[config.mk]
export PLATFORM = sky130hd
export DESIGN_NAME = mul_16bit_top
export DESIGN_NICKNAME = d
export VERILOG_FILES = /design/src/source/mul_pkg.sv /design/src/source/booth_encoder.sv /design/src/source/credit_counter.sv /design/src/source/final_adder.sv /design/src/source/mul_16bit_top.sv /design/src/source/pipe_ctrl.sv /design/src/source/wallace_reducer.sv
export SDC_FILE = /design/constraint.sdc
export NUM_CORES = 1
export LEC_CHECK = 0
export BUFFER_PORTS_ARGS = -buffer_cell sky130_fd_sc_hd__buf_4
export CORE_ASPECT_RATIO = 1.1
export CORE_UTILIZATION = 46
export DETAILED_ROUTE_END_ITERATION = 8
export PLACE_DENSITY = 0.69
export REMOVE_ABC_BUFFERS = 1
export SKIP_CTS_REPAIR_TIMING = 1
export SYNTH_ARGS = -nofsm -noshare
export SYNTH_HDL_FRONTEND = slang
export SYNTH_HIERARCHICAL = 1
export SYNTH_SLANG_ARGS = --single-unit
[constraint.sdc]
create_clock -name i_clk -period 3.8 [get_ports i_clk]
set_clock_uncertainty 0.1 [all_clocks]
set_input_delay 0.38 -clock i_clk [delete_from_list [all_inputs] [get_ports i_clk]]
set_output_delay 0.38 -clock i_clk [all_outputs]
set_load 0.01 [all_outputs]
[src/source/mul_pkg.sv]
// Multiplier shared definitions
`default_nettype none

package mul_pkg;

    // Operand and product widths.
    localparam int OPND_W = 16;
    localparam int PROD_W = 32;

    // Radix-4 rows for a 17-bit multiplier.
    localparam int ROWS = 9;

    // Output credits and their counter width.
    localparam int CREDITS  = 4;
    localparam int CREDIT_W = 3;

    // Register stages from accept to result.
    localparam int PIPE_DEPTH = 3;

    typedef enum logic [1:0] {
        OP_SS = 2'd0,
        OP_UU = 2'd1,
        OP_SU = 2'd2
    } mul_op_e;

    typedef enum logic [1:0] {
        ST_IDLE    = 2'd0,
        ST_ACTIVE  = 2'd1,
        ST_BLOCKED = 2'd2
    } ctrl_state_e;

endpackage

`default_nettype wire

[src/source/booth_encoder.sv]
// Radix-4 Booth row generator
`timescale 1ns/1ps
`default_nettype none

module booth_encoder (
    input  wire logic                                            i_clk,
    input  wire logic                                            i_rst_n,
    input  wire logic                                            i_load,
    input  wire logic [mul_pkg::OPND_W-1:0]                      i_a,
    input  wire logic [mul_pkg::OPND_W-1:0]                      i_b,
    input  wire mul_pkg::mul_op_e                                i_op,
    output logic [mul_pkg::ROWS-1:0][mul_pkg::PROD_W-1:0]        o_rows
);

    logic                                             w_a_sgn;
    logic                                             w_b_sgn;
    logic [mul_pkg::OPND_W:0]                         w_a_ext;
    logic [mul_pkg::OPND_W:0]                         w_b_ext;
    logic [mul_pkg::PROD_W-1:0]                       w_mcand;
    logic [mul_pkg::OPND_W+2:0]                       w_mplier;
    logic [mul_pkg::ROWS-1:0][mul_pkg::PROD_W-1:0]    w_rows;
    logic [mul_pkg::ROWS-1:0][mul_pkg::PROD_W-1:0]    r_rows;

    // Operand A is signed except in unsigned mode, B only in signed mode.
    assign w_a_sgn = (i_op != mul_pkg::OP_UU);
    assign w_b_sgn = (i_op == mul_pkg::OP_SS);

    assign w_a_ext = {w_a_sgn & i_a[mul_pkg::OPND_W-1], i_a};
    assign w_b_ext = {w_b_sgn & i_b[mul_pkg::OPND_W-1], i_b};

    // Multiplicand as a 32-bit two's complement value.
    assign w_mcand = {{(mul_pkg::PROD_W-mul_pkg::OPND_W-1){w_a_ext[mul_pkg::OPND_W]}}, w_a_ext};

    // Implicit zero below bit 0, one sign bit above the top group.
    assign w_mplier = {w_b_ext[mul_pkg::OPND_W], w_b_ext, 1'b0};

    for (genvar g = 0; g < mul_pkg::ROWS; g++) begin : gen_row
        logic [2:0]                 w_grp;
        logic                       w_one;
        logic                       w_two;
        logic                       w_neg;
        logic [mul_pkg::PROD_W-1:0] w_mag;
        logic [mul_pkg::PROD_W-1:0] w_val;

        assign w_grp = w_mplier[2*g +: 3];
        assign w_one = w_grp[1] ^ w_grp[0];
        assign w_two = (w_grp == 3'b011) || (w_grp == 3'b100);
        // 3'b111 encodes zero, so it must not negate.
        assign w_neg = w_grp[2] & ~(w_grp[1] & w_grp[0]);

        assign w_mag = w_two ? {w_mcand[mul_pkg::PROD_W-2:0], 1'b0} :
                       (w_one ? w_mcand : '0);
        // Invert and add one inside the row.
        assign w_val = (w_mag ^ {mul_pkg::PROD_W{w_neg}}) +
                       {{(mul_pkg::PROD_W-1){1'b0}}, w_neg};
        assign w_rows[g] = w_val << (2 * g);
    end

    always_ff @(posedge i_clk) begin
        if (!i_rst_n) begin
            r_rows <= '0;
        end else if (i_load) begin
            r_rows <= w_rows;
        end else begin
            // Empty slot carries zero rows.
            r_rows <= '0;
        end
    end

    assign o_rows = r_rows;

endmodule

`default_nettype wire

[src/source/credit_counter.sv]
// Output credit counter
`timescale 1ns/1ps
`default_nettype none

module credit_counter (
    input  wire logic                          i_clk,
    input  wire logic                          i_rst_n,
    input  wire logic                          i_take,
    input  wire logic                          i_return,
    output logic [mul_pkg::CREDIT_W-1:0]       o_free
);

    logic [mul_pkg::CREDIT_W-1:0] w_full;
    logic [mul_pkg::CREDIT_W-1:0] r_free;

    assign w_full = mul_pkg::CREDITS[mul_pkg::CREDIT_W-1:0];

    always_ff @(posedge i_clk) begin
        if (!i_rst_n) begin
            r_free <= w_full;
        end else begin
            case ({i_take, i_return})
                2'b10: begin
                    r_free <= r_free - 1'b1;
                end
                2'b01: begin
                    // Extra return at full count is held.
                    if (r_free != w_full) begin
                        r_free <= r_free + 1'b1;
                    end
                end
                default: begin
                    r_free <= r_free;
                end
            endcase
        end
    end

    assign o_free = r_free;

endmodule

`default_nettype wire

[src/source/final_adder.sv]
// Carry-propagate product adder
`timescale 1ns/1ps
`default_nettype none

module final_adder (
    input  wire logic                          i_clk,
    input  wire logic                          i_rst_n,
    input  wire logic [mul_pkg::PROD_W-1:0]    i_sum,
    input  wire logic [mul_pkg::PROD_W-1:0]    i_carry,
    output logic [mul_pkg::PROD_W-1:0]         o_prod
);

    logic [mul_pkg::PROD_W-1:0] w_prod;
    logic [mul_pkg::PROD_W-1:0] r_prod;

    // Carry out of bit 31 is dropped.
    assign w_prod = i_sum + i_carry;

    always_ff @(posedge i_clk) begin
        if (!i_rst_n) begin
            r_prod <= '0;
        end else begin
            r_prod <= w_prod;
        end
    end

    assign o_prod = r_prod;

endmodule

`default_nettype wire

[src/source/mul_16bit_top.sv]
// Pipelined Booth-Wallace multiplier
`timescale 1ns/1ps
`default_nettype none

module mul_16bit_top (
    input  wire logic                          i_clk,
    input  wire logic                          i_rst_n,
    input  wire logic                          i_valid,
    input  wire logic [mul_pkg::OPND_W-1:0]    i_a,
    input  wire logic [mul_pkg::OPND_W-1:0]    i_b,
    input  wire mul_pkg::mul_op_e              i_op,
    input  wire logic                          i_credit,
    output logic                               o_ready,
    output logic                               o_valid,
    output logic [mul_pkg::PROD_W-1:0]         o_prod,
    output logic                               o_idle
);

    logic                                           w_accept;
    logic [mul_pkg::CREDIT_W-1:0]                   w_free;
    logic [mul_pkg::ROWS-1:0][mul_pkg::PROD_W-1:0]  w_rows;
    logic [mul_pkg::PROD_W-1:0]                     w_sum;
    logic [mul_pkg::PROD_W-1:0]                     w_carry;

    pipe_ctrl u_pipe_ctrl (
        .i_clk       (i_clk),
        .i_rst_n     (i_rst_n),
        .i_valid     (i_valid),
        .i_free      (w_free),
        .o_ready     (o_ready),
        .o_accept    (w_accept),
        .o_out_valid (o_valid),
        .o_idle      (o_idle)
    );

    // One credit taken per accepted pair.
    credit_counter u_credit_counter (
        .i_clk    (i_clk),
        .i_rst_n  (i_rst_n),
        .i_take   (w_accept),
        .i_return (i_credit),
        .o_free   (w_free)
    );

    booth_encoder u_booth_encoder (
        .i_clk   (i_clk),
        .i_rst_n (i_rst_n),
        .i_load  (w_accept),
        .i_a     (i_a),
        .i_b     (i_b),
        .i_op    (i_op),
        .o_rows  (w_rows)
    );

    wallace_reducer u_wallace_reducer (
        .i_clk   (i_clk),
        .i_rst_n (i_rst_n),
        .i_rows  (w_rows),
        .o_sum   (w_sum),
        .o_carry (w_carry)
    );

    final_adder u_final_adder (
        .i_clk   (i_clk),
        .i_rst_n (i_rst_n),
        .i_sum   (w_sum),
        .i_carry (w_carry),
        .o_prod  (o_prod)
    );

endmodule

`default_nettype wire

[src/source/pipe_ctrl.sv]
// Pipeline valid chain and FSM
`timescale 1ns/1ps
`default_nettype none

module pipe_ctrl (
    input  wire logic                          i_clk,
    input  wire logic                          i_rst_n,
    input  wire logic                          i_valid,
    input  wire logic [mul_pkg::CREDIT_W-1:0]  i_free,
    output logic                               o_ready,
    output logic                               o_accept,
    output logic                               o_out_valid,
    output logic                               o_idle
);

    logic [mul_pkg::PIPE_DEPTH-1:0] r_vchain;
    mul_pkg::ctrl_state_e           r_state;
    mul_pkg::ctrl_state_e           w_state_next;

    // Ready only while a result slot is reserved downstream.
    assign o_ready  = (i_free != '0);
    assign o_accept = i_valid & o_ready;

    // Valid bits move with the datapath registers.
    always_ff @(posedge i_clk) begin
        if (!i_rst_n) begin
            r_vchain <= '0;
        end else begin
            r_vchain <= {r_vchain[mul_pkg::PIPE_DEPTH-2:0], o_accept};
        end
    end

    assign o_out_valid = r_vchain[mul_pkg::PIPE_DEPTH-1];

    always_comb begin
        if (i_free == '0) begin
            w_state_next = mul_pkg::ST_BLOCKED;
        end else if (|r_vchain) begin
            w_state_next = mul_pkg::ST_ACTIVE;
        end else begin
            w_state_next = mul_pkg::ST_IDLE;
        end
    end

    // State follows counter and chain one cycle behind.
    always_ff @(posedge i_clk) begin
        if (!i_rst_n) begin
            r_state <= mul_pkg::ST_IDLE;
        end else begin
            r_state <= w_state_next;
        end
    end

    assign o_idle = (r_state == mul_pkg::ST_IDLE);

endmodule

`default_nettype wire

[src/source/wallace_reducer.sv]
// Wallace carry-save tree
`timescale 1ns/1ps
`default_nettype none

module wallace_reducer (
    input  wire logic                                         i_clk,
    input  wire logic                                         i_rst_n,
    input  wire logic [mul_pkg::ROWS-1:0][mul_pkg::PROD_W-1:0] i_rows,
    output logic [mul_pkg::PROD_W-1:0]                        o_sum,
    output logic [mul_pkg::PROD_W-1:0]                        o_carry
);

    // 3:2 compressor over full rows, carry in the upper half.
    function automatic logic [2*mul_pkg::PROD_W-1:0] csa(
        input logic [mul_pkg::PROD_W-1:0] a,
        input logic [mul_pkg::PROD_W-1:0] b,
        input logic [mul_pkg::PROD_W-1:0] c
    );
        logic [mul_pkg::PROD_W-1:0] s;
        logic [mul_pkg::PROD_W-1:0] cy;
        s  = a ^ b ^ c;
        cy = ((a & b) | (a & c) | (b & c)) << 1;
        return {cy, s};
    endfunction

    logic [5:0][mul_pkg::PROD_W-1:0] w_l1;
    logic [3:0][mul_pkg::PROD_W-1:0] w_l2;
    logic [2:0][mul_pkg::PROD_W-1:0] w_l3;
    logic [mul_pkg::PROD_W-1:0]      w_sum;
    logic [mul_pkg::PROD_W-1:0]      w_carry;
    logic [mul_pkg::PROD_W-1:0]      r_sum;
    logic [mul_pkg::PROD_W-1:0]      r_carry;

    // Nine rows to six.
    for (genvar g = 0; g < 3; g++) begin : gen_l1
        assign {w_l1[2*g+1], w_l1[2*g]} = csa(i_rows[3*g], i_rows[3*g+1], i_rows[3*g+2]);
    end

    // Six to four.
    assign {w_l2[1], w_l2[0]} = csa(w_l1[0], w_l1[1], w_l1[2]);
    assign {w_l2[3], w_l2[2]} = csa(w_l1[3], w_l1[4], w_l1[5]);

    // Four to three, one row passes through.
    assign {w_l3[1], w_l3[0]} = csa(w_l2[0], w_l2[1], w_l2[2]);
    assign w_l3[2] = w_l2[3];

    // Three to two.
    assign {w_carry, w_sum} = csa(w_l3[0], w_l3[1], w_l3[2]);

    always_ff @(posedge i_clk) begin
        if (!i_rst_n) begin
            r_sum   <= '0;
            r_carry <= '0;
        end else begin
            r_sum   <= w_sum;
            r_carry <= w_carry;
        end
    end

    assign o_sum   = r_sum;
    assign o_carry = r_carry;

endmodule

`default_nettype wire
==> results of run 1 <==
## state kept, by name (all words and copies together), names as in the netlist
signal / count
u_pipe_ctrl/r_state: 2
u_wallace_reducer/o_carry: 30
u_pipe_ctrl/r_vchain: 3
u_booth_encoder/o_rows: 216
u_final_adder/o_prod: 32
u_credit_counter/o_free: 3
u_wallace_reducer/o_sum: 32
## cell families (layout without fill, tap and decap cells)
logic type | Yosys count | count (layout)
other | 2 | 75
AND/OR/NAND/NOR | 975 | 975
buffers and inverters | 600 | 533
XOR/XNOR | 166 | 166
adder cells (fa/ha/maj) | 280 | 280
flip-flops | 318 | 318
multiplexers | 55 | 55
AO/OA/AOI/OAI | 627 | 627
## layer usage
| layer | up-vias | part of all wire (%) |
|---|---|---|
| met5 | - | 0 |
| met2 | 838 | 46 |
| met3 | 158 | 6.9 |
| li1 | 10055 | - |
| met4 | 0 | 3.7 |
| met1 | 10282 | 43 |
## placed cells by master, fill, tap and decap left out, drive strengths merged, types with 9 or more instances in the layout
| cell | instances |
|---|---|
| o211a | 43 |
| nand3b | 29 |
| nor2b | 19 |
| and4 | 9 |
| and3b | 78 |
| and4b | 13 |
| and3 | 22 |
| nand2 | 253 |
| fa | 213 |
| mux2 | 34 |
| clkbuf | 38 |
| inv | 304 |
| nand2b | 24 |
| ha | 67 |
| a211o | 18 |
| a21oi | 146 |
| o21a | 17 |
| buf | 170 |
| nand4 | 32 |
| mux2i | 21 |
| xor2 | 58 |
| xnor2 | 105 |
| nand3 | 57 |
| or2 | 11 |
| nor4 | 19 |
| a211oi | 69 |
| o31a | 15 |
| a31oi | 31 |
| a2111oi | 44 |
| o21ai | 122 |
| nor2 | 226 |
| a21o | 15 |
| dfxtp | 318 |
| clkinv | 12 |
| o31ai | 15 |
| conb | 75 |
| nor3 | 54 |
| or3 | 15 |
| and2 | 79 |
## cell usage after synthesis (41+ instances only)
cell type,instances,area share (%)
nor3_1,52,1.0
a211oi_1,68,2.0
buf_4,85,2.5
and3b_1,78,2.6
nor2_1,225,3.3
clkbuf_1,126,1.8
buf_2,54,1.0
inv_1,294,4.3
xnor2_1,105,3.6
o21ai_0,110,2.1
nand2_1,253,3.7
fa_1,213,17
o211a_1,41,1.6
xor2_1,58,2.0
and2_1,79,1.9
a2111oi_0,41,1.4
nand3_1,57,1.1
ha_1,67,3.2
a21oi_1,146,2.8
dfxtp_1,318,25
## power breakdown
group	internal, uW	switching [uW]	total [uW]
clock network	1940	1310	3250
logic	2040	2990	5040
registers	3850	204	4050
## how the worst min path moves through the flow
stage | start | endpoint | slack, ns | cells past startpoint
6_report | i_rst_n | u_pipe_ctrl/r_state[1] | 0.13 | 3
5_1_grt | i_rst_n | u_pipe_ctrl/r_state[1] | 0.17 | 3
4_1_cts | i_credit | u_credit_counter/o_free[1] | -0.10 | 2
3_5_place_dp | u_pipe_ctrl/r_vchain[0] | u_pipe_ctrl/r_vchain[1] | 0.35 | 1
3_3_place_gp | u_pipe_ctrl/r_vchain[1] | u_pipe_ctrl/r_vchain[2] | 0.34 | 1
2_1_floorplan | u_pipe_ctrl/r_vchain[1] | u_pipe_ctrl/r_vchain[2] | 0.33 | 1
## worst register-to-register path: stages (launching register included)
cell and delay [ns]:
dfxtp_1 0.32, fa_1 0.53, inv_1 0.06, fa_1 0.50
inv_1 0.05, fa_1 0.37, xnor2_1 0.20, xnor2_1 0.16
xnor3_1 0.50, and2_1 0.19
## final cells by class
class	count	area, um^2	share of cell area [%]
multi-input combinational	2178	17000	61.2
sequential	318	6370	22.8
timing repair buffer	172	1300	4.65
inverter	306	1150	4.12
tap	736	921	3.30
clock buffer	38	852	3.06
clock inverter	17	238	0.853
## per-stage QoR
stage	instance area, um^2	util (%)	power [uW]
2_1_floorplan	24500	-	7470
3_3_place_gp	26800	48.5	8940
3_5_place_dp	26800	48.5	9060
4_1_cts	27800	50.5	12300
5_1_grt	27900	50.5	13200
6_report	27900	50.5	12300
==> impl_metrics.yaml, run 1 <==
floorplan:
  start_util_pct: 46.8
  die_h_um: 251
  pin_count: 73
  rows: 90
  core_area_um2: 55200
  die_w_um: 228
  dieArea_um2: 57100
synthesis:
  synth_enable_flop_cells: 0
  synth-seq-area-share_pct: 24.6
  yosys-mux-area-fraction_pct: 2.30
  avgSynthCellArea_um2: 8.55
  synth_seq_cells: 318
  synth_xor_area_share_pct: 5.79
  synth_compound_area_share_pct: 16.8
  syn_area_um2: 25800
  synth_fa_ha_area_share_pct: 19.8
  synth_cell_types: 103
  ys.flop_type: "dfxtp_1"
  yosys.area_share.simple_pct: 20.2
  synth_top_family_by_area: "simple AND/OR/NAND/NOR gates"
  synth_cells: 3023
  synth_warnings: 6
  ys_async_sr_fraction_pct: 0
route:
  route.vias.total: 21333
  drt-total-wl_mm: 73.9
  vias_per_cell: 5.67
  post-route-drc-count: 0
  drtPass1Iterations: 5
  postRouteAntennaNets: 0
  drt-wirelength-per-cell_um: 19.6
  drt_iter0_markers: 2149
sta:
  layout_setup_ws_ns: 0.705
  hold_viol: 0
  slew_headroom_pct: 29.5
  whs_ns: 0.134
  rsz0062_at_grt: "no"
  fmax_mhz: 323
  period_minus_slack_ns: 3.10
  slew_viol_final: 0
  setup_tns_ns: 0
  timing.final.crit_share_pct: 81.5
  setup_viol: 0
  worstMarginPinSlew_ns: 1.06
setup_path:
  path_common_cell: "fa_1"
  worstSetupStartpoint: "u_booth_encoder/o_rows[222]"
  cp_cell_sequence: "fa_1 > inv_1 > fa_1 > inv_1 > fa_1 > xnor2_1 > xnor2_1 > xnor3_1 > and2_1"
  worst-path-max-fanout: 1
  slowest_stage: "fa_1"
  setup.worst_path.start_class: "register"
  slowest_delay_ns: 0.53
  path_buf_inv: 2
  r2r_end: "u_wallace_reducer/o_sum[31]"
  crit_required_ns: 4.18
  critPathCapture: "u_wallace_reducer/o_sum[31]"
  end_kind: "register"
  arrival_ns: 3.47
  cp_top_family: "adder cells"
  rrSetupSlack_ns: 0.70
  crit_type: "reg2reg"
  cp_num_cells: 9
  reg2reg_from: "u_booth_encoder/o_rows[222]"
  reg2reg_depth: 9
clocking:
  cts_made_buffers: 31
  clock_latency_ns: 0.59
  cts.clk_slew.worst_paths_ns: 0.07
  htreeDepth: 1
  cts_buffer_depth: 3
  cts_tree: "yes"
  cts.sinks: 318
  clock-root-buffer: "clkbuf_16"
global_routing:
  grt_max_degree: 68
  grt.overflow.total: 0
  antenna_found_initial: 1
  grt_pass1_wl_mm: 116
  met3_usage_pct: 2.41
  use_met2_pct: 42.3
  grt_pass1_vias: 20815
  grt_usage_pct: 25.5
  grt_busiest_layer: "met2"
  use_met1_pct: 34.6
placement:
  port_buffers: 72
  dp_hpwl_mm: 55.5
  place_inst: 3708
  place_congestion: 0.934
  place_worst_setup_slack_ns: 0.214
pwr:
  ir_drop_uv: 413
  p_leak_uw: 0.0123
  power_density_nw_per_um2: 443
layout:
  drive_gt1_share_pct: 9.54
  diodes: 0
  synthToLayoutAreaGrowth_pct: 7.88
  layout.nets: 3325
  nFillCells: 5185
  final_cells: 3765
outcome:
  status: "finished, final reports clean"
worst_hold_path:
  hp-class: "in2reg"
job:
  drv_cap: 0
No activity file was read; power rests on OpenSTA's default activity.
==> run 2, diff against run 1 <==
--- a/config.mk
+++ b/config.mk
@@ -5,11 +5,12 @@
 export SDC_FILE = /design/constraint.sdc
 export NUM_CORES = 1
 export LEC_CHECK = 0
+export ABC_AREA = 1
 export BUFFER_PORTS_ARGS = -buffer_cell sky130_fd_sc_hd__buf_4
 export CORE_ASPECT_RATIO = 1.1
 export CORE_UTILIZATION = 46
 export DETAILED_ROUTE_END_ITERATION = 8
-export PLACE_DENSITY = 0.69
+export PLACE_DENSITY = 0.67
 export REMOVE_ABC_BUFFERS = 1
 export SKIP_CTS_REPAIR_TIMING = 1
 export SYNTH_ARGS = -nofsm -noshare
==> constraint.sdc (replaced) <==
create_clock -name i_clk -period 2.9 [get_ports i_clk]
set_clock_uncertainty 0.1 [all_clocks]
set_input_delay 0.29 -clock i_clk [delete_from_list [all_inputs] [get_ports i_clk]]
set_output_delay 0.29 -clock i_clk [all_outputs]
set_load 0.01 [all_outputs]
==> run 2 against run 1 <==
Net effect:
- register-to-register slack worse by 0.66 ns
- total power is 35% higher
- via count is 11% higher
- routed wire length increased by 3.7%
- worst setup slack worse by 0.66 ns
- hold slack got worse by 0.025 ns
- first-iteration DRC count rose by 1.3%
- largest power group unchanged
==> impl_metrics.yaml, run 2 <==
sta:
  rsz0062_at_grt: "yes"
  slew_headroom_pct: 53.0
  period_minus_slack_ns: 2.86
  hold_viol: 0
  worstMarginPinSlew_ns: 0.704
  timing.final.crit_share_pct: 98.6
  setup_viol: 0
  slew_viol_final: 0
  fmax_mhz: 350
floorplan:
  core_area_um2: 56100
  rows: 91
  dieArea_um2: 57800
  die_h_um: 252
  pin_count: 73
  start_util_pct: 46.6
  die_w_um: 229
synthesis:
  ys_async_sr_fraction_pct: 0
  yosys.area.top_type: "dfxtp_1"
  syn_area_um2: 26200
  synth_cells: 3931
  avgSynthCellArea_um2: 6.65
  netlist.area_leader.share_pct: 24.3
  ys.flop_type: "dfxtp_1"
  synth_cell_types: 48
  synth-seq-area-share_pct: 24.3
  synth_warnings: 6
  synth_seq_cells: 318
  synthTopCellsByArea: "dfxtp_1 24%, nand2_1 18%, fa_1 16%, inv_1 8.7%, nand3_1 6.2%"
  yosys-top-cells-count: "1272 x nand2_1, 604 x inv_1, 351 x nor2_1"
  synth_enable_flop_cells: 0
  synth_most_common_cell: "nand2_1"
pwr:
  power_uw: 16700
  ir_drop_uv: 325
  p_leak_uw: 0.0154
  power_density_nw_per_um2: 579
clocking:
  cts.clk_slew.worst_paths_ns: 0.06
  clock-root-buffer: "clkbuf_16"
  cts.sinks: 318
  cts_tree: "yes"
  cts_buffer_depth: 3
  cts_made_buffers: 35
  clock_latency_ns: 0.54
  htreeDepth: 2
layout:
  drive_gt1_share_pct: 10.8
  largest_reg_flops: 216
  fin_util_pct: 51.3
  final_cell_mix: "1271 x nand2_1, 593 x inv_1, 351 x nor2_1"
  final_cells: 4792
  synthToLayoutAreaGrowth_pct: 10.2
  layout_commonest_cell: "nand2_1"
  layout.nets: 4342
setup_path:
  arrival_ns: 3.23
  crit_type: "reg2reg"
  worst-path-max-fanout: 1
  crit_required_ns: 3.27
  setup.worst_path.start_class: "register"
  end_kind: "register"
  reg2reg_depth: 8
route:
  drt-total-wl_mm: 76.7
  vias_per_cell: 4.96
  drt_iter0_markers: 2177
  drtPass1Iterations: 6
  postRouteAntennaNets: 0
  route.vias.total: 23767
  post-route-drc-count: 0
  drt-wirelength-per-cell_um: 16.0
global_routing:
  grt_usage_pct: 26.9
  grt_pass1_wl_mm: 122
  grt_max_degree: 100
  antenna_found_initial: 4
  grt_pass1_vias: 22371
  grt.overflow.total: 0
worst_hold_path:
  hp-class: "in2reg"
  whs_path_depth: 3
placement:
  dp_hpwl_mm: 60.8
  port_buffers: 72
  place_congestion: 0.952
  place_inst: 4730
job:
  drv_cap: 0
outcome:
  status: "finished, final reports clean"
==> run 2: area by class of cell <==
class	instances	area [um^2]
diodes	1	2.50
clock buffers	47	992
clock inverters	13	131
fillers	5668	27300
inverters	645	2420
multi-input cells	2842	16400
flip-flops and latches	318	6380
well taps	744	931
repair buffers	182	1540
==> run 2: layer usage <==
layer,global-route usage (%),routed length [um],up-vias
met5,0,0,-
met4,9.96,2870,0
met3,3.09,5840,156
met2,44.0,34300,816
met1,36.6,33600,10812
li1,-,-,11983
==> run 2: final timing paths <==
| check | to | startpoint | slack (ns) |
|---|---|---|---|
| hold / removal | u_booth_encoder/o_rows[286] | i_a[14] | 0.11 |
| hold reg to reg | u_pipe_ctrl/r_vchain[1] | u_pipe_ctrl/r_vchain[0] | 0.32 |
| setup / recovery | u_wallace_reducer/o_sum[13] | u_booth_encoder/o_rows[173] | 0.04 |
| setup reg to reg | u_wallace_reducer/o_sum[13] | u_booth_encoder/o_rows[173] | 0.04 |
==> run 2: logic make-up (layout without fill, tap and decap cells) <==
family          Yosys count  after routing  synth area share, %
compound gates          329            329                 6.74
other cells               2             76               0.0287
flops                   318            318                 24.3
xor+xnor                 23             23                0.799
buf+inv                 844            887                 14.0
simple gates           2135           2135                 34.6
fa+ha+maj               280            280                 19.5
==> run 2: stage by stage <==
| stage | instance area [um^2] | setup TNS (ns) | worst slack, ns | hold slack [ns] |
|---|---|---|---|---|
| finish | 28800 | 0 | 0.0408 | 0.109 |
| global route | 28800 | -0.0796 | -0.0456 | 0.0858 |
| CTS | 28800 | 0 | 0.0395 | -0.107 |
| detailed placement | 27700 | 0 | 0.0657 | 0.316 |
| global placement | 27700 | 0 | 0.0903 | 0.313 |
| floorplan | 25200 | -107.22 | -1.13 | 0.283 |
==> run 2: critical path, cell delays in order (launching register included) <==
cell	delay, ns
dfxtp_2	0.32
fa_1	0.51
fa_1	0.57
inv_2	0.05
fa_1	0.53
inv_1	0.06
fa_1	0.52
nand2_1	0.05
inv_1	0.07
==> run 2: where the power goes <==
group,internal [uW],switching (uW)
Clock,2520,1800
Combinational,2520,4490
Sequential,5060,283
Total,10100,6580
==> run 3, diff against run 2 <==
--- a/config.mk
+++ b/config.mk
@@ -7,7 +7,6 @@
 export LEC_CHECK = 0
 export ABC_AREA = 1
 export BUFFER_PORTS_ARGS = -buffer_cell sky130_fd_sc_hd__buf_4
-export CORE_ASPECT_RATIO = 1.1
 export CORE_UTILIZATION = 46
 export DETAILED_ROUTE_END_ITERATION = 8
 export PLACE_DENSITY = 0.67
==> constraint.sdc (replaced) <==
create_clock -name i_clk -period 3.3 [get_ports i_clk]
set_clock_uncertainty 0.1 [all_clocks]
set_input_delay 0.33 -clock i_clk [delete_from_list [all_inputs] [get_ports i_clk]]
set_output_delay 0.33 -clock i_clk [all_outputs]
set_load 0.01 [all_outputs]
==> run 3 against run 2 <==
Net effect:
- first-iteration DRC count shrank 7.8%
- cell count shrank 0.50%
- clock power grew 0.9%
- total power shrank 9.4%
==> impl_metrics.yaml, run 3 (synthesized netlist as in run 2, its figures left out) <==
global_routing:
  grt_max_degree: 100
  grt_usage_pct: 27.0
  grt.overflow.total: 0
  grt_pass1_vias: 22047
  grt_pass1_wl_mm: 120
  antenna_found_initial: 3
floorplan:
  die_w_um: 240
  dieArea_um2: 57800
  pin_count: 73
  die_h_um: 240
  start_util_pct: 46.5
  rows: 87
  core_area_um2: 56300
route:
  post-route-drc-count: 0
  drt-wirelength-per-cell_um: 15.9
  drt_iter0_markers: 2008
  drtPass1Iterations: 8
  route.vias.total: 23830
  postRouteAntennaNets: 0
  drt-total-wl_mm: 75.8
  vias_per_cell: 5.00
placement:
  port_buffers: 72
  place_congestion: 0.940
  place_area_um2: 27200
  dp_hpwl_mm: 59.3
  place_worst_setup_slack_ns: 0.440
clocking:
  cts.clk_slew.worst_paths_ns: 0.06
  cts_buffer_depth: 3
  cts.sinks: 318
  clock-root-buffer: "clkbuf_16"
  clock_latency_ns: 0.56
  cts_tree: "yes"
  cts_made_buffers: 37
  htreeDepth: 2
setup_path:
  slowest_stage: "fa_1"
  cp_cell_sequence: "fa_1 > fa_1 > inv_1 > fa_1 > inv_1 > fa_1 > nand2_1 > inv_1"
  worstSetupStartpoint: "u_booth_encoder/o_rows[16]"
  rrSetupSlack_ns: 0.38
  crit_type: "reg2reg"
  path_common_cell: "fa_1"
  arrival_ns: 3.30
  end_kind: "register"
  setup.worst_path.start_class: "register"
  slowest_delay_ns: 0.56
  crit_required_ns: 3.69
  worst-path-max-fanout: 1
  reg2reg_from: "u_booth_encoder/o_rows[16]"
sta:
  period_minus_slack_ns: 2.92
  worstMarginPinSlew_ns: 0.973
  rsz0062_at_grt: "no"
  whs_ns: 0.103
  setup_viol: 0
  slew_headroom_pct: 35.1
  slew_viol_final: 0
  timing.final.crit_share_pct: 88.3
  layout_setup_ws_ns: 0.385
  hold_viol: 0
  fmax_mhz: 343
layout:
  fin_util_pct: 50.7
  drive_gt1_share_pct: 9.37
  largest_reg_flops: 216
  synthToLayoutAreaGrowth_pct: 9.06
  layout_commonest_cell: "nand2_1"
  final_cell_mix: "1271 x nand2_1, 603 x inv_1, 351 x nor2_1"
  layout.nets: 4302
  design_area_um2: 28500
worst_hold_path:
  holdCritStartpoint: "i_a[3]"
  hp-class: "in2reg"
job:
  drv_cap: 0
pwr:
  p_leak_uw: 0.0152
  power_density_nw_per_um2: 530
  ir_drop_uv: 325
  power_uw: 15100
outcome:
  status: "finished, final reports clean"
run 3: cell types whose count changed in the layout (fill, tap and decap cells not counted), sizes merged:
cell    change
buf        -42
bufinv      +4
clkbuf      +4
clkinv      -3
inv         +1
run 3: metrics by stage:
stage,TNS [ns],cells
after floorplan,-54.31,3805
after global placement,0,4700
after detailed placement,0,4700
after CTS,0,4766
after global routing,0,4767
final,0,4768
run 3: worst paths after layout:
check	cells past startpoint	endpoint
setup reg to reg	8	u_wallace_reducer/o_sum[16]
setup / recovery	8	u_wallace_reducer/o_sum[16]
hold / removal	3	u_booth_encoder/o_rows[275]
hold reg to reg	2	u_pipe_ctrl/r_vchain[2]
run 3: cell type report:
| cell class | instances | area [um^2] |
|---|---|---|
| timing repair buffer | 140 | 1090 |
| clock inverter | 15 | 221 |
| multi-input combinational | 2842 | 16400 |
| inverter | 645 | 2420 |
| antenna | 1 | 2.50 |
| fill | 5720 | 27800 |
| sequential | 318 | 6370 |
| tap | 756 | 946 |
| clock buffer | 51 | 1070 |
run 3: power breakdown:
part	total (uW)	switching, uW	internal, uW
combinational	6070	3920	2150
clock	4360	1680	2680
sequential	4690	247	4440
total	15100	5850	9270
run 3: critical path: cells and delay by family (launching register included):
family	cells	cell delay, ns
adders and majority gates	4	2.16
and+or+nand+nor	1	0.06
DFF	1	0.33
buffers and inverters	3	0.20
run 3: metal layers:
layer	global-route usage (%)	share of wire [%]	vias up
met5	0	0	-
met3	4.02	8.4	130
met4	8.63	3.4	0
met1	37.2	44	10868
li1	-	-	11935
met2	43.4	44	897
